===== src/hdl/cpu_cfg_pkg.sv =====
package cpu_cfg_pkg;

	// ******************************************************************
	// thread and register file sizing
	// ******************************************************************
	localparam int N_THREADS = 4;
	localparam int THREAD_W = 2;
	// registers per thread
	localparam int N_REGS = 4;
	localparam int REG_W = 2;
	localparam int DATA_W = 16;

	// program memory of 2**IADDR_W instructions
	localparam int IADDR_W = 6;

	// ******************************************************************
	// output buffer and credit flow control
	// ******************************************************************
	// credits granted by the receiver at reset
	localparam int OUT_CREDITS = 4;
	localparam int CREDIT_W = $clog2(OUT_CREDITS + 1);
	localparam logic [CREDIT_W-1:0] CREDIT_MAX = CREDIT_W'(OUT_CREDITS);
	// power of two, pointers wrap naturally
	localparam int UOB_DEPTH = 4;
	localparam int UOB_PTR_W = $clog2(UOB_DEPTH);

endpackage


===== src/hdl/cpu_isa_pkg.sv =====
package cpu_isa_pkg;

	// ******************************************************************
	// instruction word layout
	// ******************************************************************
	localparam int INSTR_W = 16;

	// opcode field
	localparam int OPC_MSB = 15;
	localparam int OPC_LSB = 12;
	// condition field
	localparam int COND_MSB = 11;
	localparam int COND_LSB = 10;
	// register select
	localparam int REG_MSB = 9;
	localparam int REG_LSB = 8;
	// immediate, zero-extended where it meets a register
	localparam int IMM_MSB = 7;
	localparam int IMM_LSB = 0;
	localparam int IMM_W = IMM_MSB - IMM_LSB + 1;

	// ******************************************************************
	// opcodes and conditions
	// ******************************************************************
	typedef enum logic [3:0] {
		NOP      = 4'd0,
		MV_R_C   = 4'd1,
		MV_R_TID = 4'd2,
		ADD_R_C  = 4'd3,
		SUB_R_C  = 4'd4,
		AND_R_C  = 4'd5,
		SHR1     = 4'd6,
		JMP      = 4'd7,
		OUT_R    = 4'd8,
		HALT     = 4'd9
	} opcode_e;

	// every opcode is gated by its condition
	typedef enum logic [1:0] {
		ALWAYS      = 2'd0,
		IF_ZERO     = 2'd1,
		IF_NOT_ZERO = 2'd2,
		IF_CARRY    = 2'd3
	} cond_e;

	// sequencer states, one instruction in flight
	typedef enum logic [2:0] {
		IDLE   = 3'd0,
		FETCH  = 3'd1,
		READ   = 3'd2,
		EXEC   = 3'd3,
		SWITCH = 3'd4
	} seq_state_e;

endpackage


===== src/hdl/cpu.sv =====
`timescale 1ns/1ps

module cpu (
	input  logic CLK,
	input  logic arst_n,
	input  logic [cpu_cfg_pkg::THREAD_W-1:0] thread_num,
	input  logic [cpu_isa_pkg::INSTR_W-1:0] instr,
	input  logic stage_read,
	input  logic stage_exec,
	input  logic uob_full,
	output logic executed,
	output logic jump,
	output logic next_thread,
	output logic halt,
	output logic [cpu_cfg_pkg::IADDR_W-1:0] jump_addr,
	output logic uob_wr_en,
	output logic [cpu_cfg_pkg::DATA_W-1:0] uob_data,
	output logic [cpu_cfg_pkg::THREAD_W-1:0] uob_thread
);

	cpu_isa_pkg::opcode_e op_in;

	// decoded at READ, used in EXEC
	cpu_isa_pkg::opcode_e op_r;
	cpu_isa_pkg::cond_e cond_r;
	logic [cpu_cfg_pkg::REG_W-1:0] reg_r;
	logic [cpu_isa_pkg::IMM_W-1:0] imm_r;
	logic is_wr;
	logic is_jmp;
	logic is_out;
	logic is_halt;

	logic [cpu_cfg_pkg::DATA_W-1:0] reg_dout;
	logic [cpu_cfg_pkg::DATA_W-1:0] alu_dout;
	logic zf, cf;
	logic zf_new, cf_new;
	logic zf_mask, cf_mask;

	logic cond_true;
	logic do_op;
	logic out_blocked;

	assign op_in = cpu_isa_pkg::opcode_e'(instr[cpu_isa_pkg::OPC_MSB:cpu_isa_pkg::OPC_LSB]);

	// ******************************************************************
	// decode, latched on stage_read
	// ******************************************************************
	always_ff @(posedge CLK or negedge arst_n) begin
		if (!arst_n) begin
			cond_r <= cpu_isa_pkg::ALWAYS;
			is_wr <= 1'b0;
			is_jmp <= 1'b0;
			is_out <= 1'b0;
			is_halt <= 1'b0;
		end else if (stage_read) begin
			cond_r <= cpu_isa_pkg::cond_e'(instr[cpu_isa_pkg::COND_MSB:cpu_isa_pkg::COND_LSB]);
			// opcodes that write a register
			is_wr <= op_in inside {cpu_isa_pkg::MV_R_C, cpu_isa_pkg::MV_R_TID,
				cpu_isa_pkg::ADD_R_C, cpu_isa_pkg::SUB_R_C,
				cpu_isa_pkg::AND_R_C, cpu_isa_pkg::SHR1};
			is_jmp <= op_in == cpu_isa_pkg::JMP;
			is_out <= op_in == cpu_isa_pkg::OUT_R;
			is_halt <= op_in == cpu_isa_pkg::HALT;
		end
	end

	// operand fields
	always_ff @(posedge CLK) begin
		if (stage_read) begin
			op_r <= op_in;
			reg_r <= instr[cpu_isa_pkg::REG_MSB:cpu_isa_pkg::REG_LSB];
			imm_r <= instr[cpu_isa_pkg::IMM_MSB:cpu_isa_pkg::IMM_LSB];
		end
	end

	// ******************************************************************
	// registers, flags and the ALU
	// ******************************************************************
	// register read address comes straight from the fetched word
	thread_regs u_thread_regs (
		.CLK         (CLK),
		.arst_n      (arst_n),
		.rd_thread   (thread_num),
		.wr_thread   (thread_num),
		.rd_addr     (instr[cpu_isa_pkg::REG_MSB:cpu_isa_pkg::REG_LSB]),
		.wr_addr     (reg_r),
		.rd_en       (stage_read),
		.wr_en       (do_op & is_wr),
		.flags_wr_en (do_op & is_wr),
		.din         (alu_dout),
		.zf_in       (zf_new),
		.cf_in       (cf_new),
		.zf_mask     (zf_mask),
		.cf_mask     (cf_mask),
		.dout        (reg_dout),
		.zf          (zf),
		.cf          (cf)
	);

	integer_ops u_integer_ops (
		.opcode     (op_r),
		.dina       (reg_dout),
		.imm        (imm_r),
		.thread_num (thread_num),
		.dout       (alu_dout),
		.zf_out     (zf_new),
		.cf_out     (cf_new),
		.zf_mask    (zf_mask),
		.cf_mask    (cf_mask)
	);

	// condition against the running thread's flags
	always_comb begin
		case (cond_r)
			cpu_isa_pkg::IF_ZERO:     cond_true = zf;
			cpu_isa_pkg::IF_NOT_ZERO: cond_true = ~zf;
			cpu_isa_pkg::IF_CARRY:    cond_true = cf;
			default:                  cond_true = 1'b1;
		endcase
	end

	// ******************************************************************
	// EXEC outcome toward the sequencer and the output buffer
	// ******************************************************************
	assign do_op = stage_exec & cond_true;

	// OUT_R with a full buffer yields and retries later
	assign out_blocked = do_op & is_out & uob_full;
	assign uob_wr_en = do_op & is_out & ~uob_full;
	assign uob_data = reg_dout;
	assign uob_thread = thread_num;

	assign jump = do_op & is_jmp;
	assign jump_addr = imm_r[cpu_cfg_pkg::IADDR_W-1:0];
	assign halt = do_op & is_halt;

	// taken jump, halt or blocked output switch threads
	assign next_thread = jump | halt | out_blocked;
	// false conditions fall through to the next address
	assign executed = stage_exec & ~next_thread;

endmodule


===== src/hdl/cpu_unit.sv =====
`timescale 1ns/1ps

module cpu_unit (
	input  logic CLK,
	input  logic arst_n,
	input  logic start,
	input  logic prog_wr_en,
	input  logic [cpu_cfg_pkg::IADDR_W-1:0] prog_wr_addr,
	input  logic [cpu_isa_pkg::INSTR_W-1:0] prog_wr_data,
	input  logic out_credit,
	output logic done,
	output logic out_valid,
	output logic [cpu_cfg_pkg::DATA_W-1:0] out_data,
	output logic [cpu_cfg_pkg::THREAD_W-1:0] out_thread
);

	// sequencer to cpu
	logic [cpu_isa_pkg::INSTR_W-1:0] instr;
	logic [cpu_cfg_pkg::THREAD_W-1:0] thread_num;
	logic stage_read, stage_exec;
	// cpu back to the sequencer
	logic executed, jump, next_thread, halt;
	logic [cpu_cfg_pkg::IADDR_W-1:0] jump_addr;
	// cpu to the output buffer
	logic uob_wr_en, uob_full, uob_empty;
	logic [cpu_cfg_pkg::DATA_W-1:0] uob_data;
	logic [cpu_cfg_pkg::THREAD_W-1:0] uob_thread;

	instr_sequencer u_instr_sequencer (
		.CLK          (CLK),
		.arst_n       (arst_n),
		.start        (start),
		.prog_wr_en   (prog_wr_en),
		.prog_wr_addr (prog_wr_addr),
		.prog_wr_data (prog_wr_data),
		.executed     (executed),
		.jump         (jump),
		.next_thread  (next_thread),
		.halt         (halt),
		.jump_addr    (jump_addr),
		.uob_empty    (uob_empty),
		.instr        (instr),
		.thread_num   (thread_num),
		.stage_read   (stage_read),
		.stage_exec   (stage_exec),
		.done         (done)
	);

	cpu u_cpu (
		.CLK         (CLK),
		.arst_n      (arst_n),
		.thread_num  (thread_num),
		.instr       (instr),
		.stage_read  (stage_read),
		.stage_exec  (stage_exec),
		.uob_full    (uob_full),
		.executed    (executed),
		.jump        (jump),
		.next_thread (next_thread),
		.halt        (halt),
		.jump_addr   (jump_addr),
		.uob_wr_en   (uob_wr_en),
		.uob_data    (uob_data),
		.uob_thread  (uob_thread)
	);

	unit_output_buf u_unit_output_buf (
		.CLK        (CLK),
		.arst_n     (arst_n),
		.wr_en      (uob_wr_en),
		.din        (uob_data),
		.din_thread (uob_thread),
		.out_credit (out_credit),
		.full       (uob_full),
		.empty      (uob_empty),
		.out_valid  (out_valid),
		.out_data   (out_data),
		.out_thread (out_thread)
	);

endmodule


===== src/hdl/instr_sequencer.sv =====
`timescale 1ns/1ps

module instr_sequencer (
	input  logic CLK,
	input  logic arst_n,
	input  logic start,
	input  logic prog_wr_en,
	input  logic [cpu_cfg_pkg::IADDR_W-1:0] prog_wr_addr,
	input  logic [cpu_isa_pkg::INSTR_W-1:0] prog_wr_data,
	input  logic executed,
	input  logic jump,
	input  logic next_thread,
	input  logic halt,
	input  logic [cpu_cfg_pkg::IADDR_W-1:0] jump_addr,
	input  logic uob_empty,
	output logic [cpu_isa_pkg::INSTR_W-1:0] instr,
	output logic [cpu_cfg_pkg::THREAD_W-1:0] thread_num,
	output logic stage_read,
	output logic stage_exec,
	output logic done
);

	// program shared by all threads
	logic [cpu_isa_pkg::INSTR_W-1:0] prog_mem [2**cpu_cfg_pkg::IADDR_W];
	logic [cpu_cfg_pkg::IADDR_W-1:0] pc [cpu_cfg_pkg::N_THREADS];
	logic [cpu_cfg_pkg::N_THREADS-1:0] halted;

	cpu_isa_pkg::seq_state_e state;
	// all threads halted, waiting for the output FIFO to drain
	logic draining;

	logic next_found;
	logic [cpu_cfg_pkg::THREAD_W-1:0] next_tid;

	assign stage_read = state == cpu_isa_pkg::READ;
	assign stage_exec = state == cpu_isa_pkg::EXEC;

	// ******************************************************************
	// round-robin pick, starting after the current thread
	// ******************************************************************
	// the current thread is checked last so a lone survivor keeps running
	always_comb begin
		logic [cpu_cfg_pkg::THREAD_W-1:0] cand;
		next_found = 1'b0;
		next_tid = thread_num;
		for (int i = 1; i <= cpu_cfg_pkg::N_THREADS; i++) begin
			cand = thread_num + i[cpu_cfg_pkg::THREAD_W-1:0];
			if (!next_found && !halted[cand]) begin
				next_found = 1'b1;
				next_tid = cand;
			end
		end
	end

	// program load only while idle, fetch registered into instr
	always_ff @(posedge CLK) begin
		if (prog_wr_en && state == cpu_isa_pkg::IDLE)
			prog_mem[prog_wr_addr] <= prog_wr_data;
		if (state == cpu_isa_pkg::FETCH)
			instr <= prog_mem[pc[thread_num]];
	end

	// ******************************************************************
	// sequencer FSM
	// ******************************************************************
	always_ff @(posedge CLK or negedge arst_n) begin
		if (!arst_n) begin
			state <= cpu_isa_pkg::IDLE;
			thread_num <= '0;
			halted <= '0;
			draining <= 1'b0;
			done <= 1'b0;
			for (int t = 0; t < cpu_cfg_pkg::N_THREADS; t++)
				pc[t] <= '0;
		end else begin
			case (state)
				cpu_isa_pkg::IDLE: begin
					if (start) begin
						// fresh run, thread 0 from address 0
						state <= cpu_isa_pkg::FETCH;
						thread_num <= '0;
						halted <= '0;
						draining <= 1'b0;
						done <= 1'b0;
						for (int t = 0; t < cpu_cfg_pkg::N_THREADS; t++)
							pc[t] <= '0;
					end else if (draining && uob_empty) begin
						draining <= 1'b0;
						done <= 1'b1;
					end
				end
				cpu_isa_pkg::FETCH:
					state <= cpu_isa_pkg::READ;
				cpu_isa_pkg::READ:
					state <= cpu_isa_pkg::EXEC;
				cpu_isa_pkg::EXEC: begin
					if (halt)
						halted[thread_num] <= 1'b1;
					// a blocked OUT_R leaves the counter in place for a retry
					if (jump)
						pc[thread_num] <= jump_addr;
					else if (executed)
						pc[thread_num] <= pc[thread_num] + 1'b1;
					state <= next_thread ? cpu_isa_pkg::SWITCH : cpu_isa_pkg::FETCH;
				end
				cpu_isa_pkg::SWITCH: begin
					if (next_found) begin
						thread_num <= next_tid;
						state <= cpu_isa_pkg::FETCH;
					end else begin
						draining <= 1'b1;
						state <= cpu_isa_pkg::IDLE;
					end
				end
				default:
					state <= cpu_isa_pkg::IDLE;
			endcase
		end
	end

endmodule


===== src/hdl/integer_ops.sv =====
`timescale 1ns/1ps

module integer_ops (
	input  cpu_isa_pkg::opcode_e opcode,
	input  logic [cpu_cfg_pkg::DATA_W-1:0] dina,
	input  logic [cpu_isa_pkg::IMM_W-1:0] imm,
	input  logic [cpu_cfg_pkg::THREAD_W-1:0] thread_num,
	output logic [cpu_cfg_pkg::DATA_W-1:0] dout,
	output logic zf_out,
	output logic cf_out,
	output logic zf_mask,
	output logic cf_mask
);

	logic [cpu_cfg_pkg::DATA_W-1:0] imm_ext;
	logic [cpu_cfg_pkg::DATA_W-1:0] tid_ext;
	// one extra bit holds carry or borrow
	logic [cpu_cfg_pkg::DATA_W:0] sum;

	assign imm_ext = {{(cpu_cfg_pkg::DATA_W - cpu_isa_pkg::IMM_W){1'b0}}, imm};
	assign tid_ext = {{(cpu_cfg_pkg::DATA_W - cpu_cfg_pkg::THREAD_W){1'b0}}, thread_num};

	always_comb begin
		sum = {1'b0, dina} + {1'b0, imm_ext};
		dout = dina;
		cf_out = sum[cpu_cfg_pkg::DATA_W];
		zf_mask = 1'b0;
		cf_mask = 1'b0;
		case (opcode)
			cpu_isa_pkg::MV_R_C:
				dout = imm_ext;
			cpu_isa_pkg::MV_R_TID:
				dout = tid_ext;
			cpu_isa_pkg::ADD_R_C: begin
				dout = sum[cpu_cfg_pkg::DATA_W-1:0];
				zf_mask = 1'b1;
				cf_mask = 1'b1;
			end
			cpu_isa_pkg::SUB_R_C: begin
				// top bit set means borrow
				sum = {1'b0, dina} - {1'b0, imm_ext};
				dout = sum[cpu_cfg_pkg::DATA_W-1:0];
				cf_out = sum[cpu_cfg_pkg::DATA_W];
				zf_mask = 1'b1;
				cf_mask = 1'b1;
			end
			cpu_isa_pkg::AND_R_C: begin
				dout = dina & imm_ext;
				zf_mask = 1'b1;
			end
			cpu_isa_pkg::SHR1: begin
				// shifted-out bit goes to carry
				dout = dina >> 1;
				cf_out = dina[0];
				zf_mask = 1'b1;
				cf_mask = 1'b1;
			end
			default: ;
		endcase
		zf_out = dout == '0;
	end

endmodule


===== src/hdl/thread_regs.sv =====
`timescale 1ns/1ps

module thread_regs (
	input  logic CLK,
	input  logic arst_n,
	input  logic [cpu_cfg_pkg::THREAD_W-1:0] rd_thread,
	input  logic [cpu_cfg_pkg::THREAD_W-1:0] wr_thread,
	input  logic [cpu_cfg_pkg::REG_W-1:0] rd_addr,
	input  logic [cpu_cfg_pkg::REG_W-1:0] wr_addr,
	input  logic rd_en,
	input  logic wr_en,
	input  logic flags_wr_en,
	input  logic [cpu_cfg_pkg::DATA_W-1:0] din,
	input  logic zf_in,
	input  logic cf_in,
	input  logic zf_mask,
	input  logic cf_mask,
	output logic [cpu_cfg_pkg::DATA_W-1:0] dout,
	output logic zf,
	output logic cf
);

	// registers addressed by {thread, reg}
	logic [cpu_cfg_pkg::DATA_W-1:0] regs [cpu_cfg_pkg::N_THREADS * cpu_cfg_pkg::N_REGS];
	logic [cpu_cfg_pkg::N_THREADS-1:0] zf_r;
	logic [cpu_cfg_pkg::N_THREADS-1:0] cf_r;

	// read lands in EXEC, write at the edge that ends EXEC
	always_ff @(posedge CLK) begin
		if (wr_en)
			regs[{wr_thread, wr_addr}] <= din;
		if (rd_en)
			dout <= regs[{rd_thread, rd_addr}];
	end

	// each flag only where the opcode defines it
	always_ff @(posedge CLK or negedge arst_n) begin
		if (!arst_n) begin
			zf_r <= '0;
			cf_r <= '0;
		end else if (flags_wr_en) begin
			if (zf_mask)
				zf_r[wr_thread] <= zf_in;
			if (cf_mask)
				cf_r[wr_thread] <= cf_in;
		end
	end

	// flags of the running thread, seen by the condition check
	assign zf = zf_r[rd_thread];
	assign cf = cf_r[rd_thread];

endmodule


===== src/hdl/unit_output_buf.sv =====
`timescale 1ns/1ps

module unit_output_buf (
	input  logic CLK,
	input  logic arst_n,
	input  logic wr_en,
	input  logic [cpu_cfg_pkg::DATA_W-1:0] din,
	input  logic [cpu_cfg_pkg::THREAD_W-1:0] din_thread,
	input  logic out_credit,
	output logic full,
	output logic empty,
	output logic out_valid,
	output logic [cpu_cfg_pkg::DATA_W-1:0] out_data,
	output logic [cpu_cfg_pkg::THREAD_W-1:0] out_thread
);

	// data and thread tag stored side by side
	logic [cpu_cfg_pkg::DATA_W-1:0] data_mem [cpu_cfg_pkg::UOB_DEPTH];
	logic [cpu_cfg_pkg::THREAD_W-1:0] tag_mem [cpu_cfg_pkg::UOB_DEPTH];
	logic [cpu_cfg_pkg::UOB_PTR_W-1:0] wr_ptr, rd_ptr;
	logic [cpu_cfg_pkg::UOB_PTR_W:0] count;
	logic [cpu_cfg_pkg::CREDIT_W-1:0] credit;
	logic push, pop;

	assign full = count == cpu_cfg_pkg::UOB_DEPTH;
	assign empty = count == '0;
	assign push = wr_en & ~full;

	// one word per cycle while data and credit are both present
	assign out_valid = ~empty & (credit != '0);
	assign pop = out_valid;
	assign out_data = data_mem[rd_ptr];
	assign out_thread = tag_mem[rd_ptr];

	always_ff @(posedge CLK) begin
		if (push) begin
			data_mem[wr_ptr] <= din;
			tag_mem[wr_ptr] <= din_thread;
		end
	end

	always_ff @(posedge CLK or negedge arst_n) begin
		if (!arst_n) begin
			wr_ptr <= '0;
			rd_ptr <= '0;
			count <= '0;
			credit <= cpu_cfg_pkg::CREDIT_MAX;
		end else begin
			if (push)
				wr_ptr <= wr_ptr + 1'b1;
			if (pop)
				rd_ptr <= rd_ptr + 1'b1;
			if (push && !pop)
				count <= count + 1'b1;
			else if (pop && !push)
				count <= count - 1'b1;
			// spend on send, refill on credit return, capped at the grant
			if (pop && !out_credit)
				credit <= credit - 1'b1;
			else if (out_credit && !pop && credit != cpu_cfg_pkg::CREDIT_MAX)
				credit <= credit + 1'b1;
		end
	end

endmodule


===== config.mk =====
export PLATFORM = sky130hd
export DESIGN_NAME = cpu_unit
export DESIGN_NICKNAME = d
export VERILOG_FILES = /design/src/hdl/cpu_cfg_pkg.sv /design/src/hdl/cpu_isa_pkg.sv /design/src/hdl/cpu.sv /design/src/hdl/cpu_unit.sv /design/src/hdl/instr_sequencer.sv /design/src/hdl/integer_ops.sv /design/src/hdl/thread_regs.sv /design/src/hdl/unit_output_buf.sv
export SDC_FILE = /design/constraint.sdc
export NUM_CORES = 2
export LEC_CHECK = 0
export BUFFER_PORTS_ARGS = -buffer_cell sky130_fd_sc_hd__buf_4
export CORE_AREA = 2 2 391 393
export CTS_BUF_LIST = sky130_fd_sc_hd__clkbuf_8 sky130_fd_sc_hd__clkbuf_16
export DETAILED_ROUTE_END_ITERATION = 10
export DIE_AREA = 0 0 393 395
export GPL_TIMING_DRIVEN = 1
export PLACE_DENSITY = 0.54
export SYNTH_ARGS = -nofsm -noshare
export SYNTH_HDL_FRONTEND = slang
export SYNTH_HIERARCHICAL = 1
export SYNTH_SLANG_ARGS = --single-unit

===== constraint.sdc =====
create_clock -name CLK -period 7.2 [get_ports CLK]
set_input_delay 1.8 -clock CLK [delete_from_list [all_inputs] [get_ports CLK]]
set_output_delay 1.8 -clock CLK [all_outputs]
set_load 0.03 [all_outputs]

### After elaboration in Yosys (flattened, before gate mapping)

Memories as Yosys holds them, arrays and structs flattened. A register that Yosys moved wholly into a read port is not among the register bits.
Cells that the tools add are included.

| storage, ports and cells | value |
|---|---|
| bits in registers | 73 |
| latch bits | 0 |
| memory bits (writable) | 1352 |
| bits in read-only memories | 0 |
| bits of input ports | 27 |
| word-level logic and storage cells | 202 |
| memories | 4 |

Memories:

| name | words | bits a word | read ports | clocked after memory_dff | wr ports | line | source |
|---|---|---|---|---|---|---|---|
| u_instr_sequencer.prog_mem | 64 | 16 | 1 | 1 | 1 | instr_sequencer.sv:24 | `logic [cpu_isa_pkg::INSTR_W-1:0] prog_mem [2**cpu_cfg_pkg::IADDR_W];` |
| u_cpu.u_thread_regs.regs | 16 | 16 | 1 | 1 | 1 | thread_regs.sv:24 | `logic [cpu_cfg_pkg::DATA_W-1:0] regs [cpu_cfg_pkg::N_THREADS * cpu_cfg_pkg::N_REGS];` |
| u_unit_output_buf.data_mem | 4 | 16 | 1 | 0 | 1 | unit_output_buf.sv:18 | `logic [cpu_cfg_pkg::DATA_W-1:0] data_mem [cpu_cfg_pkg::UOB_DEPTH];` |
| u_unit_output_buf.tag_mem | 4 | 2 | 1 | 0 | 1 | unit_output_buf.sv:19 | `logic [cpu_cfg_pkg::THREAD_W-1:0] tag_mem [cpu_cfg_pkg::UOB_DEPTH];` |

| cells by class | value |
|---|---|
| add/subtract/negate cells | 12 |
| multiply operators | 0 |
| divide/modulo/power cells | 0 |
| magnitude comparators | 7 |
| eq/ne operators | 32 |
| shifts and indexed selects | 0 |
| muxes and demuxes | 66 |
| bitwise gates (word level) | 19 |
| reductions and logical operators | 39 |

Operators with widths:

| cell | count |
|---|---|
| 16-bit case mux with 6 select lines | 1 |
| 24-bit 2-to-1 mux | 3 |
| 24-bit bitwise mux | 2 |
| 24-bit case mux with 2 select lines | 1 |
| 4-bit by 3-bit equality test with 1-bit output, second input constant | 7 |
| 1-bit 2-to-1 mux | 25 |
| 3-bit 2-to-1 mux | 6 |
| 6-bit 2-to-1 mux | 3 |
| 16-bit by 8-bit adder with 17-bit output | 1 |
| 16-bit by 8-bit subtractor with 17-bit output | 1 |
| 16-bit by 8-bit AND with 16-bit output | 1 |
| 4-bit by 2-bit equality test with 1-bit output, second input constant | 4 |
| 16-bit logical NOT | 1 |
| 3-bit case mux with 5 select lines | 1 |
| 1-bit binary-select mux with 2-bit select | 6 |
| 6-bit binary-select mux with 2-bit select | 1 |
| 6-bit demux with 2-bit select | 1 |
| 1-bit logical AND | 12 |
| 2-bit by 3-bit less-than comparator with 1-bit output, second input constant | 4 |
| 2-bit 2-to-1 mux | 6 |
| 1-bit AND | 10 |
| 2-bit nonzero test | 5 |
| 3-bit inequality test, second input constant | 3 |
| 3-bit AND reduction | 3 |
| 37 further kinds | 67 |

### Longest topological paths before layout

| depth | value |
|---|---|
| depth in word-level cells | 14 |
| depth in mapped cells | 15 |

### Hierarchy

The synthesis kept the hierarchy.

Modules (own cells, without submodules):

| module | instances | cells each | area an instance (sq um) |
|---|---|---|---|
| instr_sequencer | 1 | 2642 | 43245.2 |
| thread_regs | 1 | 462 | 10671.5 |
| unit_output_buf | 1 | 158 | 3270.6 |
| integer_ops | 1 | 323 | 2145.8 |
| cpu | 1 | 52 | 837.1 |

### Worst setup path before layout

OpenSTA, ideal clock, no wires.

| timing | value |
|---|---|
| path type | reg2reg |
| start | register u_instr_sequencer.state[1] |
| end | register u_cpu.cond_r[0] |
| setup time | 0.125 ns |
| arrival | 3.667 ns |
| required time | 7.075 ns |
| path slack | 3.408 ns |
| stages on the path, launching flop included | 5 |
| buffers on the path | 2 |
| path through | dfrtp_1 clkbuf_1 nor3b_1 buf_2 mux2_2 |

| between the ends | value |
|---|---|
| longest elaborated chain between the ends | 1 |

Ends and longest elaborated chain:

| item | line | source |
|---|---|---|
| from (decl) | instr_sequencer.sv:28 | `cpu_isa_pkg::seq_state_e state;` |
| from (signal assigned) | instr_sequencer.sv:68 | `state <= cpu_isa_pkg::IDLE;` |
| from (signal assigned) | instr_sequencer.sv:80 | `state <= cpu_isa_pkg::FETCH;` |
| from (signal assigned) | instr_sequencer.sv:93 | `state <= cpu_isa_pkg::READ;` |
| 3-bit by 2-bit equality test with 1-bit output | instr_sequencer.sv:35 | `assign stage_read = state == cpu_isa_pkg::READ;` |
| named net stage_read | cpu_unit.sv:20 | `logic stage_read, stage_exec;` |
| to (signal assigned) | cpu.sv:50 | `cond_r <= cpu_isa_pkg::ALWAYS;` |
| to (signal assigned) | cpu.sv:56 | `cond_r <= cpu_isa_pkg::cond_e'(instr[cpu_isa_pkg::COND_MSB:cpu_isa_pkg::COND_LSB]);` |
| to (decl) | cpu.sv:25 | `cpu_isa_pkg::cond_e cond_r;` |

The timed path passes the listed nets, and every way through them passes these cells.
A chain may end at the register's enable or synchronous reset.

### Final worst setup path

| timing | value |
|---|---|
| start | register u_instr_sequencer/thread_num[0] in the netlist's numbering |
| end | register u_instr_sequencer/instr[7] in the netlist's numbering (read register of u_instr_sequencer.prog_mem), data pin |

| between the ends | value |
|---|---|
| longest elaborated chain between the ends | 4 |

Ends and longest elaborated chain:

| item | line | source |
|---|---|---|
| from (decl) | instr_sequencer.sv:17 | `output logic [cpu_cfg_pkg::THREAD_W-1:0] thread_num,` |
| from (signal assigned) | instr_sequencer.sv:108 | `thread_num <= next_tid;` |
| 2-bit NOT with 3-bit output (implied by the code) | instr_sequencer.sv:60 | `instr <= prog_mem[pc[thread_num]];` |
| 6-bit binary-select mux with 2-bit select | instr_sequencer.sv:60 |  |
| 6-bit 2-to-1 mux (implied by the code) (2 in a row) | instr_sequencer.sv:60 |  |
| to (decl) | instr_sequencer.sv:16 | `output logic [cpu_isa_pkg::INSTR_W-1:0] instr,` |

No other way between the ends. The select of a mux whose other input is x is not followed.

==> run summary <==
Worst r2r path cells: 8
Finished Layout Cells: 5905
Synth async-reset ratio: 4.05%
DPL Wire Length: 94100 um
Final Setup Violations: 0
I/O pin count: 47
Vias in the first global route: 31400
Cells after Synth: 3637
Routed Wire Length: 157000 um
Setup crit start kind: register
Crit path required time: 7860 ps
CTS tree: yes
Postcts setup bufs: 0
Synthesized area per cell: 16.5 um^2
Layout cells sized above 1: 14.7%
Die Area: 155000 um^2
PD cells: 345 nW/um^2
H-tree depth: 4
Clk sink count: 1457
Via density: 5.51
Root Driver: clkbuf_16
Layout area overhead: 13.1%
Total of max-cap violations: 1
RePlAce Congestion: 0.872
Chip width: 393 um
Final hold vios: 0
Initial DRT Pass Iterations: 6
Synthesized area: 60200 um^2
Final Skew: 83.0 ps
Achievable Freq: 210 MHz
GRT Overall Usage: 20.1%
Total gr overflow: 0
Syn_nets: 3694
Row Count: 143
RSZ-0062 raised after global routing: no
Post-synth top area share: 69.8%
Synth warn: 6
Pins Over Slew Limit: 0
CTS buffer count: 154
Failing checks: max-capacitance violations
Post-Place Cells: 5618
CTS resizes: 0
Register area share after synthesis: 72.2%
Initial cell density of the core: 39.8%
Final net count: 3801
Synth cell types: 103
Rel. slew slack: 0.783%
Max FO, Critical Path: 95
Critical path capture point type: register
Core region area: 151000 um^2
Flops & latches, synth: 1457
Die height: 395 um
Post-route setup TNS: 0 ps
First-pass GRT wire length: 226000 um
Peak VDD IR: 0.377 mV
Final period utilization: 66.0%
Hold Crit Depth: 2
Largest net degree at the start of global routing: 165
Crit path kind: register to register
# DRC: 0
Tmin final: 4760 ps
Deepest clock path buffer count: 3
Pleak: 22.2 nW
Measured slew at the worst slew-check pin: 1470 ps
Starting DRT DRC Count: 3088
CTS clock-pin slew for the worst setup and hold paths: 60 ps
Post-synth EDFFs: 1398
Clock Latency Late Sink: 810 ps
DR vias: 32500
Status: finished, violations left
Area leader, netlist: edfxtp_1
Crit path arrival time: 5410 ps
Mean routed wirelength per cell: 26.6 um
IO buf count: 46
Final Hold Slack: 483 ps
Ys flop type: edfxtp_1
Hold_buf cts: 0
Post-detailed-route count of antenna-violating nets: 0
Top area cells in the synthesized netlist: edfxtp_1, mux2i_1, mux4_2, dfrtp_1, nand2_1
Worst hold path class: register to register
Initial antenna violation count: 6
-- power by group --
group	leakage (nW)	internal (W)	switching, W	total (W)
combinational	6.18	0.00187	0.00333	0.00521
clock	2.63	0.00450	0.00340	0.00790
sequential	13.4	0.00995	0.000454	0.0104
total	22.2	0.0163	0.00719	0.0235
-- worst max-delay path, stage by stage (launching register included) --
cell	delay, ps
dfrtp_1	380
buf_4	390
mux4_4	1120
buf_12	400
mux2i_1	220
mux2i_1	340
o21ai_0	210
nor4_1	1120
a22o_1	290
-- cells in the final DEF (no fill, tap or decap), types with 37 or more instances in the layout --
master and instances:
buf_4 171, a21oi_1 84, mux4_2 80, nand3_1 40
nor2b_1 49, mux2i_1 507, a211oi_1 37, o21ai_0 89
clkbuf_16 155, mux2_2 37, inv_1 65, nand2_1 350
dfrtp_1 58, a31oi_1 37, edfxtp_1 1398, nor2_1 162
-- synth_stat cells (23+ instances only) --
cell type,number
mux4_1,23
buf_2,82
edfxtp_1,1398
mux4_2,81
inv_1,31
buf_4,27
a22oi_1,36
ha_1,26
nand3_1,40
mux2i_1,507
nand2_1,350
a32oi_1,31
clkbuf_1,73
mux2_2,38
nor2b_1,50
a31oi_1,37
a211oi_1,37
a21oi_1,84
o21ai_0,90
dfrtp_1,58
nor2_1,180
buf_6,24
-- area by class of cell --
class                      instances  area (um^2)
tap                             2030         2540
timing repair buffer             175         1360
sequential                      1457        43500
antenna                            4         10.0
inverter                          34          156
multi-input combinational       1922        15400
fill                           13200        83100
clock buffer                     156         3890
clock inverter                   127         1260
-- metal layers --
metal / wire length (um) / track usage, % / vias to the layer above / part of all wire [%]
met5: 0 / 0 / - / 0
met1: 68500 / 27.9 / 16900 / 44
met4: 4650 / 6.35 / 0 / 3.0
met2: 74200 / 31.8 / 980 / 47
met3: 9730 / 4.08 / 223 / 6.2
li1: - / - / 14400 / -
-- sequential cells by signal, indices dropped and copies added (netlist names), 4 cells and up --
signal and count:
u_instr_sequencer/prog_mem 1024, u_cpu/u_thread_regs/regs 256, u_unit_output_buf/data_mem 64, u_instr_sequencer/pc 24, u_cpu/u_thread_regs/dout 16, u_instr_sequencer/instr 16
u_cpu/imm_r 8, u_unit_output_buf/tag_mem 8, u_cpu/op_r 4, u_cpu/u_thread_regs/cf_r 4, u_cpu/u_thread_regs/zf_r 4, u_instr_sequencer/halted 4
-- cells by family (layout without fill, tap and decap cells) --
kind of cell	Yosys count	count (layout)	synth area share [%]
adders and majority gates	30	30	0.674
and+or+nand+nor	752	752	5.70
other	0	4	0
xor gates and xnor gates	15	15	0.218
muxes	652	652	13.2
AOI/OAI and AO/OA	473	473	5.56
buffers and inverters	258	492	2.39
DFF	1457	1457	72.2
-- stage by stage --
| step | worst slack [ps] | utilization, % | power [W] | cell area, um^2 |
|---|---|---|---|---|
| detailed placement | 2510 | 41.6 | 0.0158 | 62900 |
| floorplan | 3410 | - | 0.0140 | 60200 |
| global route | 2400 | 45.0 | 0.0244 | 68100 |
| finish | 2440 | 45.0 | 0.0235 | 68100 |
| global placement | 2380 | 41.6 | 0.0158 | 62900 |
| CTS | 2520 | 45.0 | 0.0237 | 68100 |
-- worst paths after layout --
check	startpoint	to	slack [ps]
hold / removal	u_instr_sequencer/pc[20]	u_instr_sequencer/pc[20]	480
setup reg to reg	u_instr_sequencer/thread_num[0]	u_instr_sequencer/instr[7]	2440
hold reg to reg	u_instr_sequencer/pc[20]	u_instr_sequencer/pc[20]	480
max in group asynchronous	arst_n	u_cpu/u_thread_regs/zf_r[2]	5560
min in group asynchronous	arst_n	u_instr_sequencer/pc[18]	1110
setup / recovery	u_instr_sequencer/thread_num[0]	u_instr_sequencer/instr[7]	2440
No activity file was read; power rests on OpenSTA's default activity.
